--- src/hw/isaPkg.sv ---
package isaPkg;

	typedef logic [4:0] regIdx_t;

	// primary opcode, instr[31:26]
	typedef enum logic [5:0] {
		SPECIAL = 6'b000000,
		REGIMM  = 6'b000001,
		J       = 6'b000010,
		JAL     = 6'b000011,
		BEQ     = 6'b000100,
		BNE     = 6'b000101,
		BLEZ    = 6'b000110,
		BGTZ    = 6'b000111,
		ADDI    = 6'b001000,
		ADDIU   = 6'b001001,
		SLTI    = 6'b001010,
		SLTIU   = 6'b001011,
		ANDI    = 6'b001100,
		ORI     = 6'b001101,
		XORI    = 6'b001110,
		LUI     = 6'b001111,
		BEQL    = 6'b010100,
		BNEL    = 6'b010101,
		BLEZL   = 6'b010110,
		BGTZL   = 6'b010111,
		LB      = 6'b100000,
		LH      = 6'b100001,
		LW      = 6'b100011,
		LBU     = 6'b100100,
		LHU     = 6'b100101,
		SB      = 6'b101000,
		SH      = 6'b101001,
		SW      = 6'b101011
	} opcode_t;

	// SPECIAL function field, instr[5:0]
	typedef enum logic [5:0] {
		F_SLL     = 6'b000000,
		F_SRL     = 6'b000010,
		F_SRA     = 6'b000011,
		F_SLLV    = 6'b000100,
		F_SRLV    = 6'b000110,
		F_SRAV    = 6'b000111,
		F_JR      = 6'b001000,
		F_JALR    = 6'b001001,
		F_SYSCALL = 6'b001100,
		F_BREAK   = 6'b001101,
		F_SYNC    = 6'b001111,
		F_MFHI    = 6'b010000,
		F_MTHI    = 6'b010001,
		F_MFLO    = 6'b010010,
		F_MTLO    = 6'b010011,
		F_MULT    = 6'b011000,
		F_MULTU   = 6'b011001,
		F_DIV     = 6'b011010,
		F_DIVU    = 6'b011011,
		F_ADD     = 6'b100000,
		F_ADDU    = 6'b100001,
		F_SUB     = 6'b100010,
		F_SUBU    = 6'b100011,
		F_AND     = 6'b100100,
		F_OR      = 6'b100101,
		F_XOR     = 6'b100110,
		F_NOR     = 6'b100111,
		F_SLT     = 6'b101010,
		F_SLTU    = 6'b101011
	} funct_t;

	// rt field under REGIMM, bit 1 marks the likely forms
	typedef enum logic [4:0] {
		BLTZ    = 5'b00000,
		BGEZ    = 5'b00001,
		BLTZL   = 5'b00010,
		BGEZL   = 5'b00011,
		BLTZAL  = 5'b10000,
		BGEZAL  = 5'b10001,
		BLTZALL = 5'b10010,
		BGEZALL = 5'b10011
	} regimmRt_t;

	typedef enum logic [4:0] {
		ExcNone = 5'd0,
		ExcSys  = 5'd8,
		ExcBp   = 5'd9,
		ExcRI   = 5'd10
	} excCode_t;

	typedef enum logic [1:0] {
		SignZero = 2'b00,
		SignPos  = 2'b01,
		SignNeg  = 2'b10
	} cmpSign_t;

	function automatic logic isLoad(input opcode_t op);
		return op inside {LB, LH, LW, LBU, LHU};
	endfunction

	function automatic logic isStore(input opcode_t op);
		return op inside {SB, SH, SW};
	endfunction

endpackage

--- src/hw/ctrlPkg.sv ---
package ctrlPkg;

	// encodings follow the execute stage ALU
	typedef enum logic [4:0] {
		ADD  = 5'd0,
		SUB  = 5'd1,
		OR   = 5'd2,
		AND  = 5'd3,
		NOR  = 5'd4,
		XOR  = 5'd5,
		SLL  = 5'd6,
		SRL  = 5'd7,
		SRA  = 5'd8,
		SLT  = 5'd9,
		SLTU = 5'd10,
		ADDU = 5'd12,
		SUBU = 5'd16,
		NONE = 5'd31
	} aluOp_t;

	typedef enum logic [3:0] {
		MULTU = 4'd0,
		MULT  = 4'd1,
		DIVU  = 4'd2,
		DIV   = 4'd3
	} mdOp_t;

	typedef enum logic [1:0] {
		ZERO  = 2'd0,
		SIGN  = 2'd1,
		UPPER = 2'd2   // imm << 16
	} extOp_t;

	typedef enum logic [1:0] {
		SEQ    = 2'd0,
		BRANCH = 2'd1,
		JUMP   = 2'd2,
		JREG   = 2'd3
	} npcOp_t;

	typedef enum logic [1:0] {
		RT = 2'd0,
		RD = 2'd1,
		RA = 2'd2
	} dstSel_t;

	typedef enum logic [2:0] {
		HILO      = 3'd0,
		IMM_UPPER = 3'd1,
		ALU       = 3'd2,
		LINK      = 3'd3,
		MEM       = 3'd4
	} wbSel_t;

	typedef enum logic [2:0] {
		SB  = 3'd0,
		SH  = 3'd1,
		SW  = 3'd2,
		LBU = 3'd3,
		LB  = 3'd4,
		LHU = 3'd5,
		LH  = 3'd6,
		LW  = 3'd7
	} dmSel_t;

	typedef enum logic [1:0] {
		LO = 2'd0,
		HI = 2'd1,
		MD = 2'd2   // result pair from the mul/div unit
	} hiloWrSel_t;

endpackage

--- src/hw/instrIf.sv ---
interface instrIf
	import isaPkg::*;
();
	opcode_t opcode;
	funct_t funct;
	regIdx_t rs;
	regIdx_t rt;
	logic [4:0] shamt;

	// decoders only look at the fields
	modport decoder (
		input opcode, funct, rs, rt, shamt
	);
endinterface

--- src/hw/writebackDecode.sv ---
module writebackDecode
	import isaPkg::*, ctrlPkg::*;
(
	instrIf.decoder instr,
	output logic regWrite,
	output dstSel_t dstSel,
	output wbSel_t wbSel,
	output logic hiloWrite,
	output hiloWrSel_t hiloWrSel,
	output logic hiloRdHi,
	output logic hiloAccess,
	output logic mdStart
);
	logic isSpecial;
	logic linkRegimm;
	logic hiloRead;
	logic linkJump;

	assign isSpecial = instr.opcode == SPECIAL;
	assign linkJump = instr.opcode == JAL || instr.opcode == REGIMM;

	// only the linking REGIMM branches write back
	assign linkRegimm = instr.opcode == REGIMM &&
		instr.rt inside {BLTZAL, BGEZAL, BLTZALL, BGEZALL};

	always_comb begin
		case (instr.opcode)
			SPECIAL: regWrite = instr.funct inside {
				F_ADD, F_ADDU, F_SUB, F_SUBU, F_AND, F_OR, F_XOR, F_NOR,
				F_SLL, F_SRL, F_SRA, F_SLLV, F_SRLV, F_SRAV, F_SLT, F_SLTU,
				F_JALR, F_MFHI, F_MFLO};
			REGIMM: regWrite = linkRegimm;
			JAL, ADDI, ADDIU, SLTI, SLTIU, ANDI, ORI, XORI, LUI: regWrite = 1'b1;
			default: regWrite = isLoad(instr.opcode);
		endcase
	end

	always_comb begin
		if (isSpecial)
			dstSel = RD;
		else if (linkJump)
			dstSel = RA;   // $31
		else
			dstSel = RT;
	end

	always_comb begin
		wbSel = ALU;
		if (isSpecial) begin
			if (instr.funct == F_JALR)
				wbSel = LINK;
			else if (hiloRead)
				wbSel = HILO;
		end else if (instr.opcode == LUI)
			wbSel = IMM_UPPER;
		else if (linkJump)
			wbSel = LINK;   // pc + 8
		else if (isLoad(instr.opcode))
			wbSel = MEM;
	end

	assign mdStart = isSpecial && instr.funct inside {F_MULT, F_MULTU, F_DIV, F_DIVU};
	assign hiloRead = isSpecial && (instr.funct == F_MFHI || instr.funct == F_MFLO);
	assign hiloRdHi = isSpecial && instr.funct == F_MFHI;
	assign hiloWrite = mdStart ||
		(isSpecial && (instr.funct == F_MTHI || instr.funct == F_MTLO));
	assign hiloAccess = hiloWrite || hiloRead;   // any HI/LO traffic

	// mul/div result goes to both halves
	always_comb begin
		if (mdStart)
			hiloWrSel = MD;
		else if (isSpecial && instr.funct == F_MTHI)
			hiloWrSel = HI;
		else
			hiloWrSel = LO;
	end

endmodule

--- src/hw/memDecode.sv ---
module memDecode
	import isaPkg::*, ctrlPkg::*;
(
	instrIf.decoder instr,
	output logic memWrite,
	output logic memRead,
	output dmSel_t dmSel
);
	assign memRead = isLoad(instr.opcode);
	assign memWrite = isStore(instr.opcode);

	// opcode and size names clash between the packages, so qualify both sides
	always_comb begin
		case (instr.opcode)
			isaPkg::SB: dmSel = ctrlPkg::SB;
			isaPkg::SH: dmSel = ctrlPkg::SH;
			isaPkg::SW: dmSel = ctrlPkg::SW;
			isaPkg::LBU: dmSel = ctrlPkg::LBU;
			isaPkg::LB: dmSel = ctrlPkg::LB;
			isaPkg::LHU: dmSel = ctrlPkg::LHU;
			isaPkg::LH: dmSel = ctrlPkg::LH;
			default: dmSel = ctrlPkg::LW;   // LW and every non-memory op
		endcase
	end

endmodule

--- src/hw/aluDecode.sv ---
module aluDecode
	import isaPkg::*, ctrlPkg::*;
(
	instrIf.decoder instr,
	output aluOp_t aluOp,
	output mdOp_t mdOp,
	output logic shamtSel,
	output logic immSel,
	output extOp_t extOp
);
	logic isSpecial;
	logic isMem;

	assign isSpecial = instr.opcode == SPECIAL;
	assign isMem = isLoad(instr.opcode) || isStore(instr.opcode);

	always_comb begin
		aluOp = NONE;
		if (isSpecial) begin
			case (instr.funct)
				F_ADD: aluOp = ADD;
				F_ADDU: aluOp = ADDU;
				F_SUB: aluOp = SUB;
				F_SUBU: aluOp = SUBU;
				F_AND: aluOp = AND;
				F_OR: aluOp = OR;
				F_XOR: aluOp = XOR;
				F_NOR: aluOp = NOR;
				F_SLT: aluOp = SLT;
				F_SLTU: aluOp = SLTU;
				F_SLL, F_SLLV: aluOp = SLL;   // variable forms share the op
				F_SRL, F_SRLV: aluOp = SRL;
				F_SRA, F_SRAV: aluOp = SRA;
				default: aluOp = NONE;
			endcase
		end else begin
			case (instr.opcode)
				ADDI: aluOp = ADD;
				ADDIU: aluOp = ADDU;
				SLTI: aluOp = SLT;
				SLTIU: aluOp = SLTU;
				ANDI: aluOp = AND;
				ORI: aluOp = OR;
				XORI: aluOp = XOR;
				default: begin
					if (isMem)
						aluOp = ADD;   // address calc
				end
			endcase
		end
	end

	always_comb begin
		mdOp = MULTU;
		if (isSpecial) begin
			case (instr.funct)
				F_MULT: mdOp = MULT;
				F_DIVU: mdOp = DIVU;
				F_DIV: mdOp = DIV;
				default: mdOp = MULTU;
			endcase
		end
	end

	// fixed shifts take sa instead of rs
	assign shamtSel = isSpecial && instr.funct inside {F_SLL, F_SRL, F_SRA};
	assign immSel = !isSpecial;

	always_comb begin
		if (instr.opcode == LUI)
			extOp = UPPER;
		else if (isMem || instr.opcode inside {ADDI, ADDIU, SLTI, SLTIU})
			extOp = SIGN;
		else
			extOp = ZERO;   // logical immediates
	end

endmodule

--- src/hw/branchResolve.sv ---
module branchResolve
	import isaPkg::*, ctrlPkg::*;
(
	instrIf.decoder instr,
	input logic cmpDiffer,
	input cmpSign_t cmpSign,
	output logic isBranch,
	output npcOp_t npcOp,
	output logic jump,
	output logic likelyFlush
);
	logic condBranch;
	logic taken;
	logic likely;
	logic jumpDirect;
	logic jumpReg;

	assign jumpDirect = instr.opcode == J || instr.opcode == JAL;
	assign jumpReg = instr.opcode == SPECIAL && instr.funct inside {F_JR, F_JALR};

	always_comb begin
		condBranch = 1'b1;
		taken = 1'b0;
		likely = 1'b0;
		case (instr.opcode)
			BEQ, BEQL: taken = !cmpDiffer;
			BNE, BNEL: taken = cmpDiffer;
			BLEZ: taken = cmpSign != SignPos;
			BGTZ: taken = cmpSign == SignPos;
			BLEZL: begin
				condBranch = instr.rt == '0;   // rt must be zero for the likely forms
				taken = condBranch && cmpSign != SignPos;
			end
			BGTZL: begin
				condBranch = instr.rt == '0;
				taken = condBranch && cmpSign == SignPos;
			end
			REGIMM: begin
				case (instr.rt)
					BGEZ, BGEZL, BGEZAL, BGEZALL: taken = cmpSign != SignNeg;
					BLTZ, BLTZL, BLTZAL, BLTZALL: taken = cmpSign == SignNeg;
					default: condBranch = 1'b0;
				endcase
				likely = instr.rt inside {BLTZL, BGEZL, BLTZALL, BGEZALL};
			end
			default: condBranch = 1'b0;
		endcase
		if (instr.opcode inside {BEQL, BNEL, BLEZL, BGTZL})
			likely = condBranch;
	end

	always_comb begin
		if (jumpDirect)
			npcOp = JUMP;
		else if (jumpReg)
			npcOp = JREG;
		else if (taken)
			npcOp = BRANCH;
		else
			npcOp = SEQ;
	end

	assign isBranch = condBranch || jumpDirect || jumpReg;
	assign jump = npcOp != SEQ;
	// untaken likely branch kills its delay slot
	assign likelyFlush = likely && !taken;

endmodule

--- src/hw/exceptionCheck.sv ---
module exceptionCheck
	import isaPkg::*;
(
	input logic clk,
	input logic rst,
	instrIf.decoder instr,
	input logic regWrite,
	input logic hiloWrite,
	input logic memWrite,
	input logic isBranch,
	input logic ifFlush,
	input logic fetchExc,
	input excCode_t fetchExcCode,
	output logic idException,
	output excCode_t idExcCode
);
	logic postReset;
	logic isBreak;
	logic isSyscall;
	logic isSync;
	logic known;

	// held through reset, drops one cycle after release
	always_ff @(posedge clk) begin
		if (!rst)
			postReset <= 1'b1;
		else
			postReset <= 1'b0;
	end

	assign isBreak = instr.opcode == SPECIAL && instr.funct == F_BREAK;
	assign isSyscall = instr.opcode == SPECIAL && instr.funct == F_SYSCALL;
	assign isSync = instr.opcode == SPECIAL && instr.funct == F_SYNC;

	// anything the decoders claimed, plus ops with no side effect here
	assign known = regWrite || hiloWrite || memWrite || isBranch ||
		isBreak || isSyscall || isSync;

	always_comb begin
		idException = 1'b1;
		idExcCode = ExcNone;
		if (fetchExc)
			idExcCode = fetchExcCode;   // earlier stage wins
		else if (!known && !postReset && !ifFlush)
			idExcCode = ExcRI;
		else if (isBreak)
			idExcCode = ExcBp;
		else if (isSyscall)
			idExcCode = ExcSys;
		else
			idException = 1'b0;
	end

endmodule

--- src/hw/ctrlTop.sv ---
module ctrlTop
	import isaPkg::*, ctrlPkg::*;
(
	input logic clk,
	input logic rst,
	input logic [31:0] instr,
	input logic cmpDiffer,
	input cmpSign_t cmpSign,
	input logic ifFlush,
	input logic fetchExc,
	input excCode_t fetchExcCode,
	output logic regWrite,
	output dstSel_t dstSel,
	output wbSel_t wbSel,
	output logic hiloWrite,
	output hiloWrSel_t hiloWrSel,
	output logic hiloRdHi,
	output logic hiloAccess,
	output logic mdStart,
	output mdOp_t mdOp,
	output aluOp_t aluOp,
	output logic shamtSel,
	output logic immSel,
	output extOp_t extOp,
	output logic memWrite,
	output logic memRead,
	output dmSel_t dmSel,
	output npcOp_t npcOp,
	output logic jump,
	output logic isBranch,
	output logic likelyFlush,
	output logic idException,
	output excCode_t idExcCode
);
	instrIf instrFields();

	// rd and the immediate go straight to the datapath
	assign instrFields.opcode = opcode_t'(instr[31:26]);
	assign instrFields.rs = instr[25:21];
	assign instrFields.rt = instr[20:16];
	assign instrFields.shamt = instr[10:6];
	assign instrFields.funct = funct_t'(instr[5:0]);

	writebackDecode i_writebackDecode (
		.instr(instrFields),
		.regWrite(regWrite),
		.dstSel(dstSel),
		.wbSel(wbSel),
		.hiloWrite(hiloWrite),
		.hiloWrSel(hiloWrSel),
		.hiloRdHi(hiloRdHi),
		.hiloAccess(hiloAccess),
		.mdStart(mdStart)
	);

	memDecode i_memDecode (
		.instr(instrFields),
		.memWrite(memWrite),
		.memRead(memRead),
		.dmSel(dmSel)
	);

	aluDecode i_aluDecode (
		.instr(instrFields),
		.aluOp(aluOp),
		.mdOp(mdOp),
		.shamtSel(shamtSel),
		.immSel(immSel),
		.extOp(extOp)
	);

	branchResolve i_branchResolve (
		.instr(instrFields),
		.cmpDiffer(cmpDiffer),
		.cmpSign(cmpSign),
		.isBranch(isBranch),
		.npcOp(npcOp),
		.jump(jump),
		.likelyFlush(likelyFlush)
	);

	exceptionCheck i_exceptionCheck (
		.clk(clk),
		.rst(rst),
		.instr(instrFields),
		.regWrite(regWrite),
		.hiloWrite(hiloWrite),
		.memWrite(memWrite),
		.isBranch(isBranch),
		.ifFlush(ifFlush),
		.fetchExc(fetchExc),
		.fetchExcCode(fetchExcCode),
		.idException(idException),
		.idExcCode(idExcCode)
	);

endmodule

--- config.mk ---
export PLATFORM = sky130hd
export DESIGN_NAME = ctrlTop
export DESIGN_NICKNAME = d
export VERILOG_FILES = /design/src/hw/isaPkg.sv /design/src/hw/ctrlPkg.sv /design/src/hw/instrIf.sv /design/src/hw/writebackDecode.sv /design/src/hw/memDecode.sv /design/src/hw/aluDecode.sv /design/src/hw/branchResolve.sv /design/src/hw/exceptionCheck.sv /design/src/hw/ctrlTop.sv
export SDC_FILE = /design/constraint.sdc
export NUM_CORES = 1
export LEC_CHECK = 0
export BUFFER_PORTS_ARGS = -buffer_cell sky130_fd_sc_hd__buf_2
export CAP_MARGIN = 25
export CORE_MARGIN = 3
export CORE_UTILIZATION = 45
export CTS_CLUSTER_SIZE = 14
export DETAILED_ROUTE_END_ITERATION = 6
export PLACE_DENSITY = 0.84
export SLEW_MARGIN = 20
export SYNTH_ARGS = -nofsm -noshare
export SYNTH_HDL_FRONTEND = slang
export SYNTH_SLANG_ARGS = --single-unit
--- constraint.sdc ---
create_clock -name clk -period 5 [get_ports clk]
set_input_delay 1.25 -clock clk [delete_from_list [all_inputs] [get_ports clk]]
set_output_delay 1.25 -clock clk [all_outputs]
set_load 0.01 [all_outputs]
Word-level counts from Yosys, hierarchy flattened:

Memories as Yosys holds them, arrays and structs flattened.
Cells that the tools add are included.

* register bits after elaboration: 1
* ROM bits: 320
* output and inout bits: 41
* word-level logic and storage cells: 165
* memories: 1

Memory list
* (name not given): depth 64, bits a word 5, rd ports 1, clocked after Yosys merged registers in 0, write ports 0, line aluDecode.sv:20 `case (instr.funct)`

* eq/ne operators: 66
* muxes and demuxes: 37
* reductions and logical operators: 60

Operators with widths (number)
* equality test 6 bit (second input constant): 18
* equality test 6 x 4 -> 1 bit (second input constant): 13
* equality test 6 x 5 -> 1 bit (second input constant): 12
* equality test 6 x 3 -> 1 bit (second input constant): 7
* one-hot mux 5 bit (7 select lines): 1
* two-way mux 5 bit: 5
* equality test 6 x 2 -> 1 bit (second input constant): 4
* one-hot mux 3 bit (7 select lines): 1
* equality test 5 bit (second input constant): 4
* nonzero test 4 bit: 5
* nonzero test 19 bit: 1
* logical AND 1 bit: 16
* logical OR 1 bit: 16
* two-way mux 3 bit: 5
* two-way mux 2 bit: 7
* logical NOT 6 bit: 2
* two-way mux 1 bit: 11
* equality test 5 x 2 -> 1 bit (second input constant): 2
* OR reduction 9 bit: 1
* two-way mux 4 bit: 2
* OR reduction 4 bit: 2
* OR reduction 8 bit: 1
* one-hot mux 1 bit (7 select lines): 1
* equality test 6 x 1 -> 1 bit (second input constant): 1
* other kinds (15): 25

Depth between registers and ports, before layout:

* depth after elaboration: 15
* mapped depth: 8
* mapped depth without buffers: 7

Cells and area by module:

From an unflattened synthesis, not the netlist that was laid out.

* cell total of the unflattened synthesis: 199
* area, all modules: 1313.8 um^2

By module, submodules not included
* aluDecode: times used 1, cells each 86, area each 546.8 um^2, seq. area each 0.0 um^2
* writebackDecode: times used 1, cells each 47, area each 305.3 um^2, seq. area each 0.0 um^2
* branchResolve: times used 1, cells each 30, area each 209.0 um^2, seq. area each 0.0 um^2
* exceptionCheck: times used 1, cells each 22, area each 157.7 um^2, seq. area each 20.0 um^2
* memDecode: times used 1, cells each 14, area each 95.1 um^2, seq. area each 0.0 um^2

Worst setup path before layout:

No wires, ideal clock.

* kind: input port to output port
* start: input port instr[1]
* end: output port idExcCode[3]
* data arrival time: 2.722 ns
* slack: 1.028 ns
* stages on the path: 8
* path buffers: 1
* cell sequence: inv_1 > ha_1 > buf_2 > o311a_1 > nand3_1 > nor4bb_1 > nand4b_2 > a21oi_1

* longest elaborated chain between the ends: 15
* elaborated cells on any way between the ends: 55

Ends and longest elaborated chain
* start: declaration: line ctrlTop.sv:6 `input logic [31:0] instr,`
* parallel branches: the longest is 13 deep, another holds nonzero test 19 bit
* two-way mux 5 bit (*): line exceptionCheck.sv:44 `else if (!known && !postReset && !ifFlush)`
* two-way mux 5 bit (*): line exceptionCheck.sv:42 `if (fetchExc)`
* end: declaration: line ctrlTop.sv:33 `output excCode_t idExcCode`

Mark *: on every way between the ends.

Worst setup path in the final report:

Same ends and word-level chain as after synthesis.

==> results.cfg <==
[layout]
nNetsFinal = 291
drive_gt1_frac = 0.336
fin_area_um2 = 1490
area_delta_synth_final_pct = 22.6
reg_top3 = i_exceptionCheck.postReset: 1 flops
antenna_cells = 0
largest_register_ffs = 1
fin_cells = 271
regMostFlops = i_exceptionCheck.postReset

[floorplan]
die_w_um = 58.0
die-height_um = 58.0
pin_count = 85
coreArea_um2 = 2520
rows = 18
dieArea_um2 = 3360
start_util = 0.482

[global_routing]
antenna_found_initial = 0
gr-total-overflow = 0
grt_pass1_wl_um = 6090
grt_pass1_vias = 1370
grt_max_degree = 22
grtUsageTotal = 0.217

[route]
drtPass1Iterations = 4
viasPerCell = 5.85
route.detailed.drc = 0
first_iter_violations = 53
wl_um = 3750
avgRoutedWirePerCell_um = 13.8
num_vias = 1585
antenna_left = 0

[placed_design]
placed_cells = 271
placed_area_um2 = 1490
hpwl_um = 2910
place_ws_ps = 709
numPortBuffers = 67
gp_congestion = 0.890

[power]
power_density_nw_per_um2 = 78.1
p_leak_nw = 0.697
vdd_drop_max_mv = 0.0612

[setup_path]
cp_top_family = simple AND/OR/NAND/NOR gates
crit_end = idExcCode[3]
path_common_cell = buf_2
crit_fanout = 9
cp_slowest_cell = o311a_1
cp.required_ps = 3750
path_buf_inv = 3
crit_chain = buf_2, inv_1, ha_1, o311a_1, nand3_1, nor4bb_1, nand4b_2, a21oi_1, buf_2
worstPathArrival_ps = 3090
crit_start = instr[1]
critical_path_class = in2out
critPathMaxStageDelay_ps = 380
crit_path_end_kind = output port
crit_cells = 9
start_kind = input pin

[synth]
yosys_warnings = 0
avgSynthCellArea_um2 = 6.37
synth_area_leaders = nor2_1 (5.9%), nand2_1 (5.2%), nor2b_1 (5.1%), nand3_1 (4.5%), xnor2_1 (4.3%)
async_flop_share = 0
synth.cell_area_um2 = 1220
yosysSeqAreaShare = 0.0165
synth_cell_type_count = 55
post-synth-top-count-cell = nor2_1
yosys.area.top_type = nor2_1
ys_top_cells_by_count = nor2_1 (19), nand2_1 (17), nand3_1 (11), nor2b_1 (10), o21ai_0 (10)
synth_seq_cells = 1
synth_edf_count = 0
synthFlopType = dfxtp_1
syn_inst = 191
synth_top_cell_area_share = 0.0586

[timing]
setup_viol_count_final = 0
hold_viol = 0
period_needed_ps = 4340
drv_slew = 0
fin_ws_ps = 657
tightestPinTransition_ps = 561
max_slew_margin = 0.623
fmax_ghz = 0.230
period_share = 0.869
fin_setup_tns_ps = 0
rsz0062_at_grt = no

[clock_tree]
ctsHoldBuffers = 0
ctsResizeCount = 0
cts_setup_buffers = 0
clk_pin_slew_ps = 0

[job]
max_cap_violations = 0

[worst_hold_path]
hold_class = in2reg

[outcome]
run_status = finished, final reports clean
## how the worst min path moves through the flow
stage	startpoint	end	cells past startpoint	slack [ps]
3_3_place_gp	rst	i_exceptionCheck.postReset	2	1400
2_1_floorplan	rst	i_exceptionCheck.postReset	1	1310
4_1_cts	rst	i_exceptionCheck.postReset	2	1400
5_1_grt	rst	i_exceptionCheck.postReset	2	1420
6_report	rst	i_exceptionCheck.postReset	2	1400
3_5_place_dp	rst	i_exceptionCheck.postReset	2	1400
## cell families after synthesis
| logic type | count (synthesis) | share of synthesized area |
|---|---|---|
| simple gates | 96 | 0.459 |
| flops | 1 | 0.0165 |
| other cells | 1 | 0.00308 |
| fa+ha+maj | 4 | 0.0412 |
| xor+xnor | 6 | 0.0432 |
| buf+inv | 29 | 0.117 |
| compound gates | 54 | 0.320 |
## cell usage in the layout (no fill, tap or decap), types with 3 or more instances in the layout
master    count
ha_1          4
a21oi_1       9
nor4_1        3
o211ai_1      5
o21ai_0      10
or2_2         3
a31oi_1       3
o41ai_1       3
o21ai_1       3
a211oi_1      4
nor2_1       19
inv_2         3
nand3_1      11
inv_1         8
o31ai_1       3
nand2_1      17
nand2b_1      6
nor3_1        5
xnor2_1       6
nor4b_1       3
buf_2        67
nor2b_1      10
## metrics by stage
step / total power, mW / hold WS [ps] / utilization
6_report: 0.116 / 1400 / 0.591
5_1_grt: 0.129 / 1420 / 0.591
4_1_cts: 0.115 / 1400 / 0.591
3_5_place_dp: 0.115 / 1400 / 0.591
3_3_place_gp: 0.114 / 1400 / 0.591
2_1_floorplan: 0.0819 / 1310 / -
## per-layer routing
metal	vias to the layer above	GRT usage	wire length [um]
li1	802	-	-
met1	717	0.308	1620
met2	66	0.376	1810
met3	0	0.0156	311
met4	0	0.00993	0
met5	-	0	0
## final cells by class
type	count	area, um^2
multi-input combinational	162	1060
sequential	1	20.0
fill	278	1030
inverter	11	41.3
timing repair buffer	67	335
tap	30	37.5
## report_power, final
| group | switching (mW) | leakage [nW] | internal (mW) | total, mW |
|---|---|---|---|---|
| Clock | 0 | 0 | 0 | 0 |
| Sequential | 0.000101 | 0.00844 | 0.00858 | 0.00868 |
| Combinational | 0.0660 | 0.689 | 0.0418 | 0.108 |
| Total | 0.0661 | 0.697 | 0.0503 | 0.116 |
Power figures use the tool's default switching activity.
